===== src/verilog/undo_pkg.sv =====
`default_nettype none

package undo_pkg;

   // sizes
   localparam int n_cores           = 4;
   localparam int n_restore_threads = 2;
   localparam int log_slots         = 8;
   localparam int entries_per_slot  = 4;
   localparam int abort_q_depth     = 4;

   // widths
   localparam int slot_w     = 3;
   localparam int entry_w    = 2;
   localparam int core_w     = 2;
   localparam int rthread_w  = 1;
   localparam int addr_w     = 16;
   localparam int data_w     = 32;
   localparam int csr_addr_w = 2;
   localparam int csr_data_w = 16;

   // log storage index is {slot, entry}
   localparam int log_idx_w = slot_w + entry_w;
   localparam int log_depth = log_slots * entries_per_slot;

   typedef enum logic [1:0] {
      restore_idle,
      restore_read_log,
      restore_write_mem
   } restore_state_e;

   typedef enum logic {
      ack_idle,
      ack_received
   } ack_state_e;

   // four-phase phase tracker
   typedef enum logic {
      hs_idle,
      hs_wait_drop
   } hs_state_e;

   typedef enum logic [1:0] {
      csr_ctrl          = 2'd0,
      csr_log_count     = 2'd1,
      csr_write_count   = 2'd2,
      csr_restore_count = 2'd3
   } csr_reg_e;

endpackage

`default_nettype wire

===== src/verilog/undo_unit_top.sv =====
`default_nettype none

module undo_unit_top import undo_pkg::*; (
   input  wire                              clk,
   input  wire                              rstn,

   input  wire  [n_cores-1:0]               log_valid,
   input  wire  [n_cores-1:0][entry_w-1:0]  log_id,
   input  wire  [n_cores-1:0][addr_w-1:0]   log_addr,
   input  wire  [n_cores-1:0][data_w-1:0]   log_data,
   input  wire  [n_cores-1:0][slot_w-1:0]   log_slot,
   output logic [n_cores-1:0]               log_ready,

   input  wire                              abort_req,
   input  wire  [slot_w-1:0]                abort_slot,
   output logic                             abort_ack,

   output logic                             done_req,
   output logic [slot_w-1:0]                done_slot,
   input  wire                              done_ack,

   input  wire                              csr_req,
   input  wire                              csr_we,
   input  wire  [csr_addr_w-1:0]            csr_addr,
   input  wire  [csr_data_w-1:0]            csr_wdata,
   output logic                             csr_ack,
   output logic [csr_data_w-1:0]            csr_rdata,

   output logic                             mem_wvalid,
   output logic [addr_w-1:0]                mem_waddr,
   output logic [data_w-1:0]                mem_wdata,
   output logic [rthread_w-1:0]             mem_wid,
   input  wire                              mem_wready,
   input  wire                              mem_bvalid,
   input  wire  [rthread_w-1:0]             mem_bid
);

   logic [n_restore_threads-1:0]              restore_arvalid, restore_rvalid;
   logic [slot_w-1:0]                         restore_slot;
   logic [n_restore_threads-1:0]              restore_done_valid, restore_done_ready;
   logic [n_restore_threads-1:0][slot_w-1:0]  restore_done_slot;
   logic restore_enable;
   logic log_accept_pulse, write_issue_pulse, restore_done_pulse;

   undo_log undo_log_inst (
      .clk, .rstn,
      .log_valid, .log_id, .log_addr, .log_data, .log_slot, .log_ready,
      .restore_arvalid, .restore_rvalid, .restore_slot,
      .restore_done_valid, .restore_done_slot, .restore_done_ready,
      .mem_wvalid, .mem_waddr, .mem_wdata, .mem_wid,
      .mem_wready, .mem_bvalid, .mem_bid,
      .restore_enable, .log_accept_pulse, .write_issue_pulse
   );

   // stands in for the conflict serializer
   abort_sequencer abort_sequencer_inst (
      .clk, .rstn,
      .abort_req, .abort_slot, .abort_ack,
      .restore_arvalid, .restore_rvalid, .restore_slot,
      .restore_done_valid, .restore_done_slot, .restore_done_ready,
      .done_req, .done_slot, .done_ack,
      .restore_done_pulse
   );

   undo_csr undo_csr_inst (
      .clk, .rstn,
      .csr_req, .csr_we, .csr_addr, .csr_wdata, .csr_ack, .csr_rdata,
      .restore_enable,
      .log_accept_pulse, .write_issue_pulse, .restore_done_pulse
   );

endmodule

`default_nettype wire


===== src/verilog/undo_csr.sv =====
`default_nettype none

module undo_csr import undo_pkg::*; (
   input  wire                   clk,
   input  wire                   rstn,

   input  wire                   csr_req,
   input  wire                   csr_we,
   input  wire  [csr_addr_w-1:0] csr_addr,
   input  wire  [csr_data_w-1:0] csr_wdata,
   output logic                  csr_ack,
   output logic [csr_data_w-1:0] csr_rdata,

   output logic                  restore_enable,

   input  wire                   log_accept_pulse,
   input  wire                   write_issue_pulse,
   input  wire                   restore_done_pulse
);

   hs_state_e st;
   csr_reg_e  reg_sel;
   logic      access;
   logic [3:1] events;
   logic [csr_data_w-1:0] cnt [1:3];   // indexed by register address

   assign reg_sel = csr_reg_e'(csr_addr);
   assign access  = (st == hs_idle) && csr_req;
   assign csr_ack = (st == hs_wait_drop);
   assign events  = {restore_done_pulse, write_issue_pulse, log_accept_pulse};

   always_ff @(posedge clk) begin
      if (!rstn) begin
         st             <= hs_idle;
         restore_enable <= 1'b1;
         for (int k = 1; k <= 3; k++) cnt[k] <= '0;
      end else begin
         if (st == hs_idle) begin
            if (csr_req) st <= hs_wait_drop;
         end else if (!csr_req) begin
            st <= hs_idle;
         end

         if (access && csr_we && reg_sel == csr_ctrl) restore_enable <= csr_wdata[0];

         // saturating, any write clears
         for (int k = 1; k <= 3; k++) begin
            if (access && csr_we && csr_addr == csr_addr_w'(k)) begin
               cnt[k] <= '0;
            end else if (events[k] && cnt[k] != '1) begin
               cnt[k] <= cnt[k] + 1'b1;
            end
         end
      end
   end

   always_ff @(posedge clk) begin
      if (access) begin
         case (reg_sel)
            csr_ctrl:          csr_rdata <= {{(csr_data_w - 1){1'b0}}, restore_enable};
            csr_log_count:     csr_rdata <= cnt[1];
            csr_write_count:   csr_rdata <= cnt[2];
            csr_restore_count: csr_rdata <= cnt[3];
            default:           csr_rdata <= '0;
         endcase
      end
   end

endmodule

`default_nettype wire


===== src/verilog/abort_sequencer.sv =====
`default_nettype none

module abort_sequencer import undo_pkg::*; (
   input  wire                                       clk,
   input  wire                                       rstn,

   input  wire                                       abort_req,
   input  wire  [slot_w-1:0]                         abort_slot,
   output logic                                      abort_ack,

   input  wire  [n_restore_threads-1:0]              restore_arvalid,
   output logic [n_restore_threads-1:0]              restore_rvalid,
   output logic [slot_w-1:0]                         restore_slot,

   input  wire  [n_restore_threads-1:0]              restore_done_valid,
   input  wire  [n_restore_threads-1:0][slot_w-1:0]  restore_done_slot,
   output logic [n_restore_threads-1:0]              restore_done_ready,

   output logic                                      done_req,
   output logic [slot_w-1:0]                         done_slot,
   input  wire                                       done_ack,

   output logic                                      restore_done_pulse
);

   logic [slot_w-1:0] q_mem [abort_q_depth];
   logic [$clog2(abort_q_depth)-1:0] q_wr, q_rd;
   logic [$clog2(abort_q_depth):0]   q_count;
   logic push, pop, q_full, q_empty;

   hs_state_e ab_state, dn_state;
   logic [rthread_w-1:0] gthread, dsel;
   logic done_take;

   assign q_full  = (q_count == abort_q_depth);
   assign q_empty = (q_count == 0);
   assign push    = (ab_state == hs_idle) && abort_req && !q_full;   // enqueue point
   assign pop     = (|restore_arvalid) && !q_empty && (restore_rvalid == '0);

   assign abort_ack = (ab_state == hs_wait_drop);
   assign done_req  = (dn_state == hs_wait_drop);

   always_comb begin
      gthread = '0;
      dsel    = '0;
      for (int i = n_restore_threads - 1; i >= 0; i--) begin
         if (restore_arvalid[i]) gthread = rthread_w'(i);
         if (restore_done_valid[i]) dsel = rthread_w'(i);
      end
   end

   // no new completion while one is pending or ack still high
   always_comb begin
      for (int i = 0; i < n_restore_threads; i++) begin
         restore_done_ready[i] = (dn_state == hs_idle) && !done_ack && (dsel == rthread_w'(i));
      end
   end

   assign done_take = |(restore_done_valid & restore_done_ready);

   always_ff @(posedge clk) begin
      if (push) q_mem[q_wr] <= abort_slot;
      if (pop) restore_slot <= q_mem[q_rd];
      if (done_take) done_slot <= restore_done_slot[dsel];
   end

   always_ff @(posedge clk) begin
      if (!rstn) begin
         q_wr               <= '0;
         q_rd               <= '0;
         q_count            <= '0;
         ab_state           <= hs_idle;
         dn_state           <= hs_idle;
         restore_rvalid     <= '0;
         restore_done_pulse <= 1'b0;
      end else begin
         if (push) q_wr <= q_wr + 1'b1;
         if (pop) q_rd <= q_rd + 1'b1;
         q_count <= q_count + push - pop;

         restore_rvalid <= '0;
         if (pop) restore_rvalid[gthread] <= 1'b1;

         if (ab_state == hs_idle) begin
            if (push) ab_state <= hs_wait_drop;
         end else if (!abort_req) begin
            ab_state <= hs_idle;
         end

         if (dn_state == hs_idle) begin
            if (done_take) dn_state <= hs_wait_drop;
         end else if (done_ack) begin
            dn_state <= hs_idle;
         end
         restore_done_pulse <= done_take;
      end
   end

endmodule

`default_nettype wire


===== src/verilog/undo_log.sv =====
`default_nettype none

module undo_log import undo_pkg::*; (
   input  wire                                          clk,
   input  wire                                          rstn,

   input  wire  [n_cores-1:0]                           log_valid,
   input  wire  [n_cores-1:0][entry_w-1:0]              log_id,
   input  wire  [n_cores-1:0][addr_w-1:0]               log_addr,
   input  wire  [n_cores-1:0][data_w-1:0]               log_data,
   input  wire  [n_cores-1:0][slot_w-1:0]               log_slot,
   output logic [n_cores-1:0]                           log_ready,

   output logic [n_restore_threads-1:0]                 restore_arvalid,
   input  wire  [n_restore_threads-1:0]                 restore_rvalid,
   input  wire  [slot_w-1:0]                            restore_slot,

   output logic [n_restore_threads-1:0]                 restore_done_valid,
   output logic [n_restore_threads-1:0][slot_w-1:0]     restore_done_slot,
   input  wire  [n_restore_threads-1:0]                 restore_done_ready,

   output logic                                         mem_wvalid,
   output logic [addr_w-1:0]                            mem_waddr,
   output logic [data_w-1:0]                            mem_wdata,
   output logic [rthread_w-1:0]                         mem_wid,
   input  wire                                          mem_wready,
   input  wire                                          mem_bvalid,
   input  wire  [rthread_w-1:0]                         mem_bid,

   input  wire                                          restore_enable,
   output logic                                         log_accept_pulse,
   output logic                                         write_issue_pulse
);

   logic [core_w-1:0]    sel_core;
   logic                 sel_valid;
   logic [log_idx_w-1:0] wr_idx;

   logic [addr_w-1:0]  addr_mem [log_depth];
   logic [data_w-1:0]  data_mem [log_depth];
   logic [entry_w-1:0] last_id  [log_slots];

   logic [addr_w-1:0] addr_rd;
   logic [data_w-1:0] data_rd;

   restore_state_e rs_state;
   ack_state_e     ack_state;

   logic [n_restore_threads-1:0]              thread_busy;
   logic [n_restore_threads-1:0][slot_w-1:0]  thread_slot;
   logic [n_restore_threads-1:0][entry_w:0]   outstanding;
   logic [rthread_w-1:0] arthread, rthread, wthread, ack_thread;

   logic [slot_w-1:0]  cur_slot;
   logic [entry_w-1:0] cur_id;
   logic grant, issue, b_take, done_take;

   // lowest-numbered valid core wins
   always_comb begin
      sel_core = '0;
      for (int i = n_cores - 1; i >= 0; i--) begin
         if (log_valid[i]) sel_core = core_w'(i);
      end
   end

   assign sel_valid = |log_valid;
   assign wr_idx    = {log_slot[sel_core], log_id[sel_core]};

   always_comb begin
      for (int i = 0; i < n_cores; i++) begin
         log_ready[i] = sel_valid && (sel_core == core_w'(i));
      end
   end

   always_ff @(posedge clk) begin
      if (sel_valid) begin
         addr_mem[wr_idx]            <= log_addr[sel_core];
         data_mem[wr_idx]            <= log_data[sel_core];
         last_id[log_slot[sel_core]] <= log_id[sel_core];
      end
      if (rs_state == restore_read_log) begin
         addr_rd <= addr_mem[{cur_slot, cur_id}];
         data_rd <= data_mem[{cur_slot, cur_id}];
      end
   end

   // lowest free thread asks for work
   always_comb begin
      arthread = '0;
      for (int i = n_restore_threads - 1; i >= 0; i--) begin
         if (!thread_busy[i]) arthread = rthread_w'(i);
      end
   end

   always_comb begin
      for (int i = 0; i < n_restore_threads; i++) begin
         restore_arvalid[i] = restore_enable && (rs_state == restore_idle)
            && !thread_busy[i] && (arthread == rthread_w'(i)) && !restore_rvalid[rthread];
         restore_done_valid[i] = (ack_state == ack_received) && (ack_thread == rthread_w'(i));
      end
   end

   assign restore_done_slot = thread_slot;

   assign grant     = (rs_state == restore_idle) && restore_rvalid[rthread];
   assign issue     = mem_wvalid && mem_wready;
   assign b_take    = mem_bvalid && (ack_state == ack_idle);
   assign done_take = (ack_state == ack_received) && restore_done_ready[ack_thread];

   always_ff @(posedge clk) begin
      rthread <= arthread;   // answer comes a cycle after the ask
      if (grant) begin
         cur_slot             <= restore_slot;
         cur_id               <= '0;
         wthread              <= rthread;
         thread_slot[rthread] <= restore_slot;
      end else if (issue) begin
         cur_id <= cur_id + 1'b1;
      end
      if (b_take && outstanding[mem_bid] == 1) ack_thread <= mem_bid;
   end

   always_ff @(posedge clk) begin
      if (!rstn) begin
         rs_state <= restore_idle;
      end else begin
         case (rs_state)
            restore_idle: if (grant) rs_state <= restore_read_log;
            restore_read_log: rs_state <= restore_write_mem;
            restore_write_mem: begin
               if (issue) begin
                  rs_state <= (cur_id < last_id[cur_slot]) ? restore_read_log : restore_idle;
               end
            end
            default: rs_state <= restore_idle;
         endcase
      end
   end

   always_ff @(posedge clk) begin
      if (!rstn) begin
         ack_state <= ack_idle;
      end else if (ack_state == ack_idle) begin
         if (b_take && outstanding[mem_bid] == 1) ack_state <= ack_received;
      end else if (done_take) begin
         ack_state <= ack_idle;
      end
   end

   // responses still owed per thread
   always_ff @(posedge clk) begin
      if (!rstn) begin
         thread_busy <= '0;
         outstanding <= '0;
      end else begin
         for (int i = 0; i < n_restore_threads; i++) begin
            if (grant && rthread == rthread_w'(i)) begin
               thread_busy[i] <= 1'b1;
               outstanding[i] <= {1'b0, last_id[restore_slot]} + 1'b1;
            end else if (b_take && mem_bid == rthread_w'(i)) begin
               outstanding[i] <= outstanding[i] - 1'b1;
            end
            if (done_take && ack_thread == rthread_w'(i)) thread_busy[i] <= 1'b0;
         end
      end
   end

   assign mem_wvalid = (rs_state == restore_write_mem);
   assign mem_waddr  = addr_rd;
   assign mem_wdata  = data_rd;
   assign mem_wid    = wthread;

   always_ff @(posedge clk) begin
      if (!rstn) begin
         log_accept_pulse  <= 1'b0;
         write_issue_pulse <= 1'b0;
      end else begin
         log_accept_pulse  <= sel_valid;
         write_issue_pulse <= issue;
      end
   end

endmodule

`default_nettype wire


===== config.mk =====
export PLATFORM = sky130hd
export DESIGN_NAME = undo_unit_top
export DESIGN_NICKNAME = d
export VERILOG_FILES = /design/src/verilog/undo_pkg.sv /design/src/verilog/undo_unit_top.sv /design/src/verilog/undo_csr.sv /design/src/verilog/abort_sequencer.sv /design/src/verilog/undo_log.sv
export SDC_FILE = /design/constraint.sdc
export NUM_CORES = 2
export LEC_CHECK = 0
export ABC_CLOCK_PERIOD_IN_PS = 12900
export BUFFER_PORTS_ARGS = -buffer_cell sky130_fd_sc_hd__buf_4
export CAP_MARGIN = 25
export CORE_ASPECT_RATIO = 2
export CORE_MARGIN = 2
export CORE_UTILIZATION = 50
export DETAILED_ROUTE_END_ITERATION = 12
export GPL_TIMING_DRIVEN = 0
export HOLD_SLACK_MARGIN = 0.06
export PLACE_DENSITY = 0.71
export SETUP_SLACK_MARGIN = 0.15
export SYNTH_ARGS = -nofsm -noshare
export SYNTH_HDL_FRONTEND = slang
export SYNTH_HIERARCHICAL = 1
export SYNTH_SLANG_ARGS = --single-unit

===== constraint.sdc =====
create_clock -name clk -period 12.9 [get_ports clk]
set_clock_uncertainty 0.05 [all_clocks]
set_input_delay 1.935 -clock clk [delete_from_list [all_inputs] [get_ports clk]]
set_output_delay 1.935 -clock clk [all_outputs]
set_load 0.05 [all_outputs]

Word-level counts from Yosys, hierarchy flattened
Memories as Yosys holds them, arrays and structs flattened. A register that Yosys moved wholly into a read port is not among the register bits.
Index checks and enable logic that the tools add are counted.
{"block": "totals", "word_cells": 227, "input_bits": 246, "ram_bits": 1612, "mem_count": 5, "regBits": 60}
{"memory": "undo_log_inst.data_mem", "words": 32, "word_bits": 32, "read_ports": 1, "rd_ports_with_merged_regs": 1, "write_ports": 1, "line_no": "undo_log.sv:40", "source": "logic [data_w-1:0] data_mem [log_depth];"}
{"memory": "undo_log_inst.addr_mem", "words": 32, "word_bits": 16, "read_ports": 1, "rd_ports_with_merged_regs": 1, "write_ports": 1, "line_no": "undo_log.sv:39", "source": "logic [addr_w-1:0] addr_mem [log_depth];"}
{"memory": "undo_csr_inst.cnt", "words": 3, "word_bits": 16, "read_ports": 3, "rd_ports_with_merged_regs": 0, "write_ports": 3, "line_no": "undo_csr.sv:25", "source": "logic [csr_data_w-1:0] cnt [1:3];"}
{"memory": "undo_log_inst.last_id", "words": 8, "word_bits": 2, "read_ports": 2, "rd_ports_with_merged_regs": 1, "write_ports": 1, "line_no": "undo_log.sv:41", "source": "logic [entry_w-1:0] last_id [log_slots];"}
{"memory": "abort_sequencer_inst.q_mem", "words": 4, "word_bits": 3, "read_ports": 1, "rd_ports_with_merged_regs": 1, "write_ports": 1, "line_no": "abort_sequencer.sv:26", "source": "logic [slot_w-1:0] q_mem [abort_q_depth];"}
{"block": "classes", "add_sub_neg": 11, "order_cmp": 9, "n_reduce_logical": 62, "n_eq_ne": 15, "muxes": 82, "n_bitwise": 17}
{"cell": "16-bit two-way mux", "n": 7}
{"cell": "32-bit binary-select mux with 2-bit select", "n": 1}
{"cell": "16-bit case mux with 4 select lines", "n": 1}
{"cell": "16-bit by 1-bit adder with 16-bit output, second input constant", "n": 3}
{"cell": "16-bit != test, second input constant", "n": 3}
{"cell": "1-bit two-way mux", "n": 47}
{"cell": "1-bit logical AND", "n": 42}
{"cell": "3-bit two-way mux", "n": 11}
{"cell": "16-bit binary-select mux with 2-bit select", "n": 1}
{"cell": "32-bit two-way mux", "n": 1}
{"cell": "2-bit two-way mux", "n": 7}
{"cell": "2-bit == test, second input constant", "n": 5}
{"cell": "1-bit by 2-bit < comparator with 1-bit output, second input constant", "n": 5}
{"cell": "1-bit inverter", "n": 10}
{"cell": "2-bit zero test", "n": 4}
{"cell": "2-bit OR reduction", "n": 4}
{"cell": "2-bit by 1-bit adder with 2-bit output, second input constant", "n": 3}
{"cell": "3-bit binary-select mux with 2-bit select", "n": 1}
{"cell": "6-bit bitwise mux", "n": 1}
{"cell": "2-bit by 1-bit == test with 1-bit output, second input constant", "n": 3}
{"cell": "1-bit zero test", "n": 6}
{"cell": "1-bit bitwise OR", "n": 6}
{"cell": "2-bit case mux with 3 select lines", "n": 1}
{"cell": "3-bit by 1-bit subtractor with 3-bit output, second input constant", "n": 2}
{"cell": "18 further kinds", "n": 21}

Longest topological paths before layout
{"block": "logic_depth", "depth_word": 11, "depth_mapped": 13, "ltp_nobuf": 13}

By module
Netlist, hierarchy kept.
{"module": "undo_log", "area_per_inst_um2": 64191.6, "cells_per_inst": 3717, "n_inst": 1, "seq_area_each_um2": 48756.8}
{"module": "undo_csr", "area_per_inst_um2": 3514.6, "cells_per_inst": 306, "n_inst": 1, "seq_area_each_um2": 1961.9}
{"module": "abort_sequencer", "area_per_inst_um2": 1282.5, "cells_per_inst": 92, "n_inst": 1, "seq_area_each_um2": 780.7}

Worst setup path after synthesis
OpenSTA, ideal clock, no wires.
{"block": "synth_timing", "path_kind": "input to register", "from": "input log_valid[0]", "to": "memory undo_log_inst.addr_mem[0][0] (enable)", "setup_time_ns": 0.513, "required_time_ns": 12.337, "setup_slack_ns": 5.908, "path_stages": 7, "arrival_ns": 6.429, "n_path_buf": 1, "cell_sequence": "nand2b_1 -> inv_2 -> nand2_1 -> o221ai_1 -> or2_2 -> buf_2 -> nor3_1"}
{"block": "synth_via", "elab_chain_cells": 3, "elab_cells_between_ends": 8, "cone_classes": "mux: 7; reduce/logical: 1"}
{"element": "from (decl)", "line_no": "undo_unit_top.sv:7", "source": "input wire [n_cores-1:0] log_valid,"}
{"element": "2-bit two-way mux", "line_no": "undo_log.sv:62", "source": "if (log_valid[i]) sel_core = core_w'(i);"}
{"element": "2-bit binary-select mux with 2-bit select", "line_no": "undo_log.sv:67", "source": "assign wr_idx = {log_slot[sel_core], log_id[sel_core]};"}
{"element": "2-bit two-way mux (not written as such)", "line_no": "undo_log.sv:67"}
{"element": "via undo_log_inst.wr_idx[0]", "line_no": "undo_log.sv:37", "source": "logic [log_idx_w-1:0] wr_idx;"}
{"element": "to (decl)", "line_no": "undo_log.sv:39"}
The timed path passes the listed nets, and every way through them passes these cells. The select of a mux whose other input is x is not followed.

Worst setup path in the final report
{"block": "layout_timing", "from": "input log_valid[1]", "to": "output log_ready[2]"}
{"block": "layout_via", "elab_chain_cells": 4, "elab_cells_between_ends": 5, "cone_classes": "eq/ne: 1; mux: 2; reduce/logical: 2"}
{"element": "2-bit two-way mux (2 in a row)", "line_no": "undo_log.sv:62"}
{"element": "2-bit == test", "line_no": "undo_log.sv:71", "source": "log_ready[i] = sel_valid && (sel_core == core_w'(i));"}
{"element": "1-bit logical AND *", "line_no": "undo_log.sv:71"}
{"element": "to (decl)", "line_no": "undo_unit_top.sv:12", "source": "output logic [n_cores-1:0] log_ready,"}
Every way passes the cells marked *; elsewhere a longest branch is shown, timed or not.

==> impl_results.md <==
* Run status: complete, no violations
* Worst setup timing slack at the placement stage at 7.14 ns
* Tightest Pin Transition at between 1 and 1.5 ns
* Area growth syn-to-layout at 17.0%
* Max Slew Vio Count at 0
* Final setup slack of the worst path at a little over 7 ns
* Critical path startpoint category: primary input
* Unrepaired setup endpoints after global routing: false
* RePlAce Congestion at 0.933
* Die H at ~530 um
* Static power due to leakage at 0.0254 uW
* Buf/Inv on CP at 4
* DPL Wire Length at ~130 mm
* Power density over the cells at between 150 and 200 mW/mm^2
* All-layer global routing usage at between 20% and 30%
* Row count at around 190
* Largest cells by area after synthesis: sky130_fd_sc_hd__edfxtp_1, sky130_fd_sc_hd__mux2i_1, sky130_fd_sc_hd__a22oi_1
* Number of buffers between clock root and the deepest sink at 3
* Data arrival at the endpoint of the critical path at ~3.8 ns
* Overall via count from detail_route at 40100
* Number of iterations in the first detailed-routing pass at 6
* Number of warnings reported in the yosys synthesis log at 6
* Top achievable clock speed at about 170 MHz
* Library cell with the largest summed area after synthesis: sky130_fd_sc_hd__edfxtp_1
* Wire length reported by the detailed router at around 190 mm
* Sum of negative setup slack at 0 ns
* Critical Path Max Stage Delay at 0.60 ns
* Root buf cell: sky130_fd_sc_hd__clkbuf_16
* Clock latency reported for the late side of the worst-skew pair at slightly below 0.8 ns
* Wire length of the first global-routing pass at between 200 and 300 mm
* Worst path cell trace: buf_4, nor2_1, and2_1, clkbuf_1, clkbuf_1, buf_4
* Total setup buffers inserted after CTS at 0
* Max_cap viols at 0
* Via count of the first global-routing pass at between 40000 and 50000
* Count of H-tree levels built during CTS at 4
* Routed wire length per instance at around 29 um
* Net count after synthesis at 4374
* Crit Path Max Fanout at 10
* Initial core utilization at ~50%
* Register-to-Register Path Depth at 7
* # setup viols final at 0
* Dominant delay contributor by cell family on the critical path: buffers and inverters
* Mapped Avg Cell Area at ~17 sq um
* Cells after Synth at between 4000 and 5000
* Number of synthesized register bits at around 1700
* Instance count on the critical path at 6
* Die Footprint at 0.141 sq mm
* Hold Crit Depth at 0
* TritonCTS Buffers at 144
* Post-synthesis sequential area ratio at about three quarters
* Proportion of synthesized flip-flops having asynchronous set or reset at 0%
* Count of filler cells inserted in the layout at 10100
* Residual DRC at 0
* Clock period minus final worst setup slack at roughly 5.8 ns
* Leftover overflow at the end of global routing at 0
* Unique cell type count in the Yosys netlist at 73
* Post-route clock period utilization at between 40% and 50%
* Hold-fix buffers, CTS at 0
* Cell type of the slowest stage on the worst timing path: sky130_fd_sc_hd__clkbuf_1
* TritonCTS clock tree: built
* Summed instance area of the synthesized netlist at just under 0.07 sq mm
* Port Buf Inserts at slightly above 300
* Required time worst endpoint at about 11 ns
* Number of nets at the end of the flow at between 4000 and 5000
* Routed Antenna Nets at 0
* Most used DFF post-synth: sky130_fd_sc_hd__edfxtp_1
* Rel. slew slack at between 15 and 20%
* Maximum number of pins on one net before global-route repair at 33
* Area of the core at about 0.14 sq mm
* Initial antenna violation count at 4
* Post-CTS sizing at 0
* DR vias/cell at slightly above 6
* Endpoints failing hold at 0
* Clk sink count at approximately 1700
* Worst ir drop on vdd at 0.104 mV
* Iteration-0 DRC Markers at approximately 3800
* Area share of the largest cell type after synthesis at between 70% and 80%
* Number of flops mapped to enable cells by yosys at about 1700
* Fraction of layout instances using a drive strength above 1 at a little under a fifth
* Kind of critical path: in2out
* DIE WIDTH at roughly 270 um
* Worst hold-check path type: reg2reg
* Crit end category: output port
* Clock-pin slew on the worst setup and hold paths at about 0.06 ns
* Top-Level Pins at roughly 320
[Yosys cell counts (all sizes together) (11+ instances only)]
master / instances
a22o: 111
nor3: 63
mux2i: 822
mux2: 22
nand2: 178
mux4: 11
a21oi: 158
buf: 120
nor2b: 14
a22oi: 194
a31oi: 49
nand3: 169
edfxtp: 1693
inv: 32
ha: 12
nor2: 94
clkbuf: 108
xor2: 20
dfxtp: 33
o21ai: 65
xnor2: 24
nand4: 14
[power breakdown]
part | switching, uW | internal [uW] | total, uW
clock network | 1940 | 2450 | 4390
registers | 131 | 6570 | 6700
logic | 1850 | 897 | 2740
total | 3920 | 9920 | 13800
[registers in the layout, indices dropped and copies added, names as in the netlist, 12 cells and up, named ones only]
signal                      cells
abort_sequencer_inst/q_mem     12
undo_csr_inst/cnt              48
undo_csr_inst/csr_rdata        16
undo_log_inst/addr_mem        512
undo_log_inst/data_mem       1024
undo_log_inst/last_id          16
undo_log_inst/mem_waddr        16
undo_log_inst/mem_wdata        32
[routing by layer]
layer | global-route usage, % | wire length, um | vias to the layer above
li1 | - | - | 17400
met1 | 28.3 | 62900 | 20200
met2 | 48.2 | 99800 | 1981
met3 | 4.85 | 13500 | 548
met4 | 17.8 | 14200 | 0
met5 | 0 | 0 | -
[cell usage in the layout, fill, tap and decap left out, types with 33 or more instances in the layout]
cell type / synthesis / routed
sky130_fd_sc_hd__buf_2: 100 / 100
sky130_fd_sc_hd__a31oi_1: 49 / 49
sky130_fd_sc_hd__clkbuf_1: 108 / 142
sky130_fd_sc_hd__a22o_1: 111 / 111
sky130_fd_sc_hd__nor3_1: 61 / 59
sky130_fd_sc_hd__edfxtp_1: 1693 / 1693
sky130_fd_sc_hd__buf_12: 0 / 50
sky130_fd_sc_hd__a21oi_1: 157 / 157
sky130_fd_sc_hd__buf_8: 0 / 52
sky130_fd_sc_hd__a22oi_1: 194 / 194
sky130_fd_sc_hd__nand2_1: 178 / 178
sky130_fd_sc_hd__nand3_1: 168 / 168
sky130_fd_sc_hd__o21ai_2: 0 / 47
sky130_fd_sc_hd__dfxtp_1: 33 / 33
sky130_fd_sc_hd__nor2_1: 94 / 64
sky130_fd_sc_hd__buf_4: 3 / 313
sky130_fd_sc_hd__mux2i_1: 822 / 822
sky130_fd_sc_hd__clkbuf_16: 0 / 152
[stage by stage]
step | util (%) | power, uW | hold slack, ns | instances | area [sq um]
after floorplan | - | 8370 | 0.366 | 4115 | 69000
after global placement | 53.7 | 9400 | 0.397 | 6167 | 73500
after detailed placement | 55.5 | 9530 | 0.424 | 6289 | 76000
after CTS | 58.9 | 13900 | 0.438 | 6548 | 80700
after global routing | 58.9 | 14200 | 0.446 | 6549 | 80700
final | 58.9 | 13800 | 0.451 | 6549 | 80700
[worst reg2reg max path, delay by kind of cell, from the launching register on]
| family | cells | cell delay, ns |
|---|---|---|
| DFF | 1 | 0.50 |
| buffers and inverters | 3 | 1.91 |
| AOI/OAI and AO/OA | 1 | 0.42 |
| and+or+nand+nor | 3 | 0.57 |
[cell type report]
type / instances / area (sq um) / share of cell area (%)
Clock inverter: 72 / 743 / 0.921
Buffer: 228 / 1000 / 1.24
Tap cell: 1746 / 2180 / 2.71
Multi-Input combinational cell: 2129 / 16800 / 20.8
Clock buffer: 187 / 3950 / 4.89
Inverter: 32 / 120 / 0.149
Timing Repair Buffer: 428 / 4400 / 5.46
Antenna cell: 1 / 2.50 / 0.00310
Sequential cell: 1726 / 51500 / 63.8
[cells by family (layout without fill, tap and decap cells)]
kind of cell	Yosys count	after routing	synth area share, %
other cells	0	1	0
flops	1726	1726	74.6
mux	855	855	12.6
simple gates	608	608	4.25
xor+xnor	44	44	0.559
buf+inv	260	947	1.62
compound gates	609	609	6.03
fa+ha+maj	13	13	0.247
[final timing paths]
check	start	to	slack [ns]
max	log_valid[1]	log_ready[2]	7.09
min	undo_log_inst/rthread	undo_log_inst/mem_wid	0.45
max reg2reg	undo_log_inst/cur_slot[0]	undo_log_inst/mem_waddr[7]	9.18
min reg2reg	undo_log_inst/rthread	undo_log_inst/mem_wid	0.45
No activity file was read; power rests on OpenSTA's default activity.
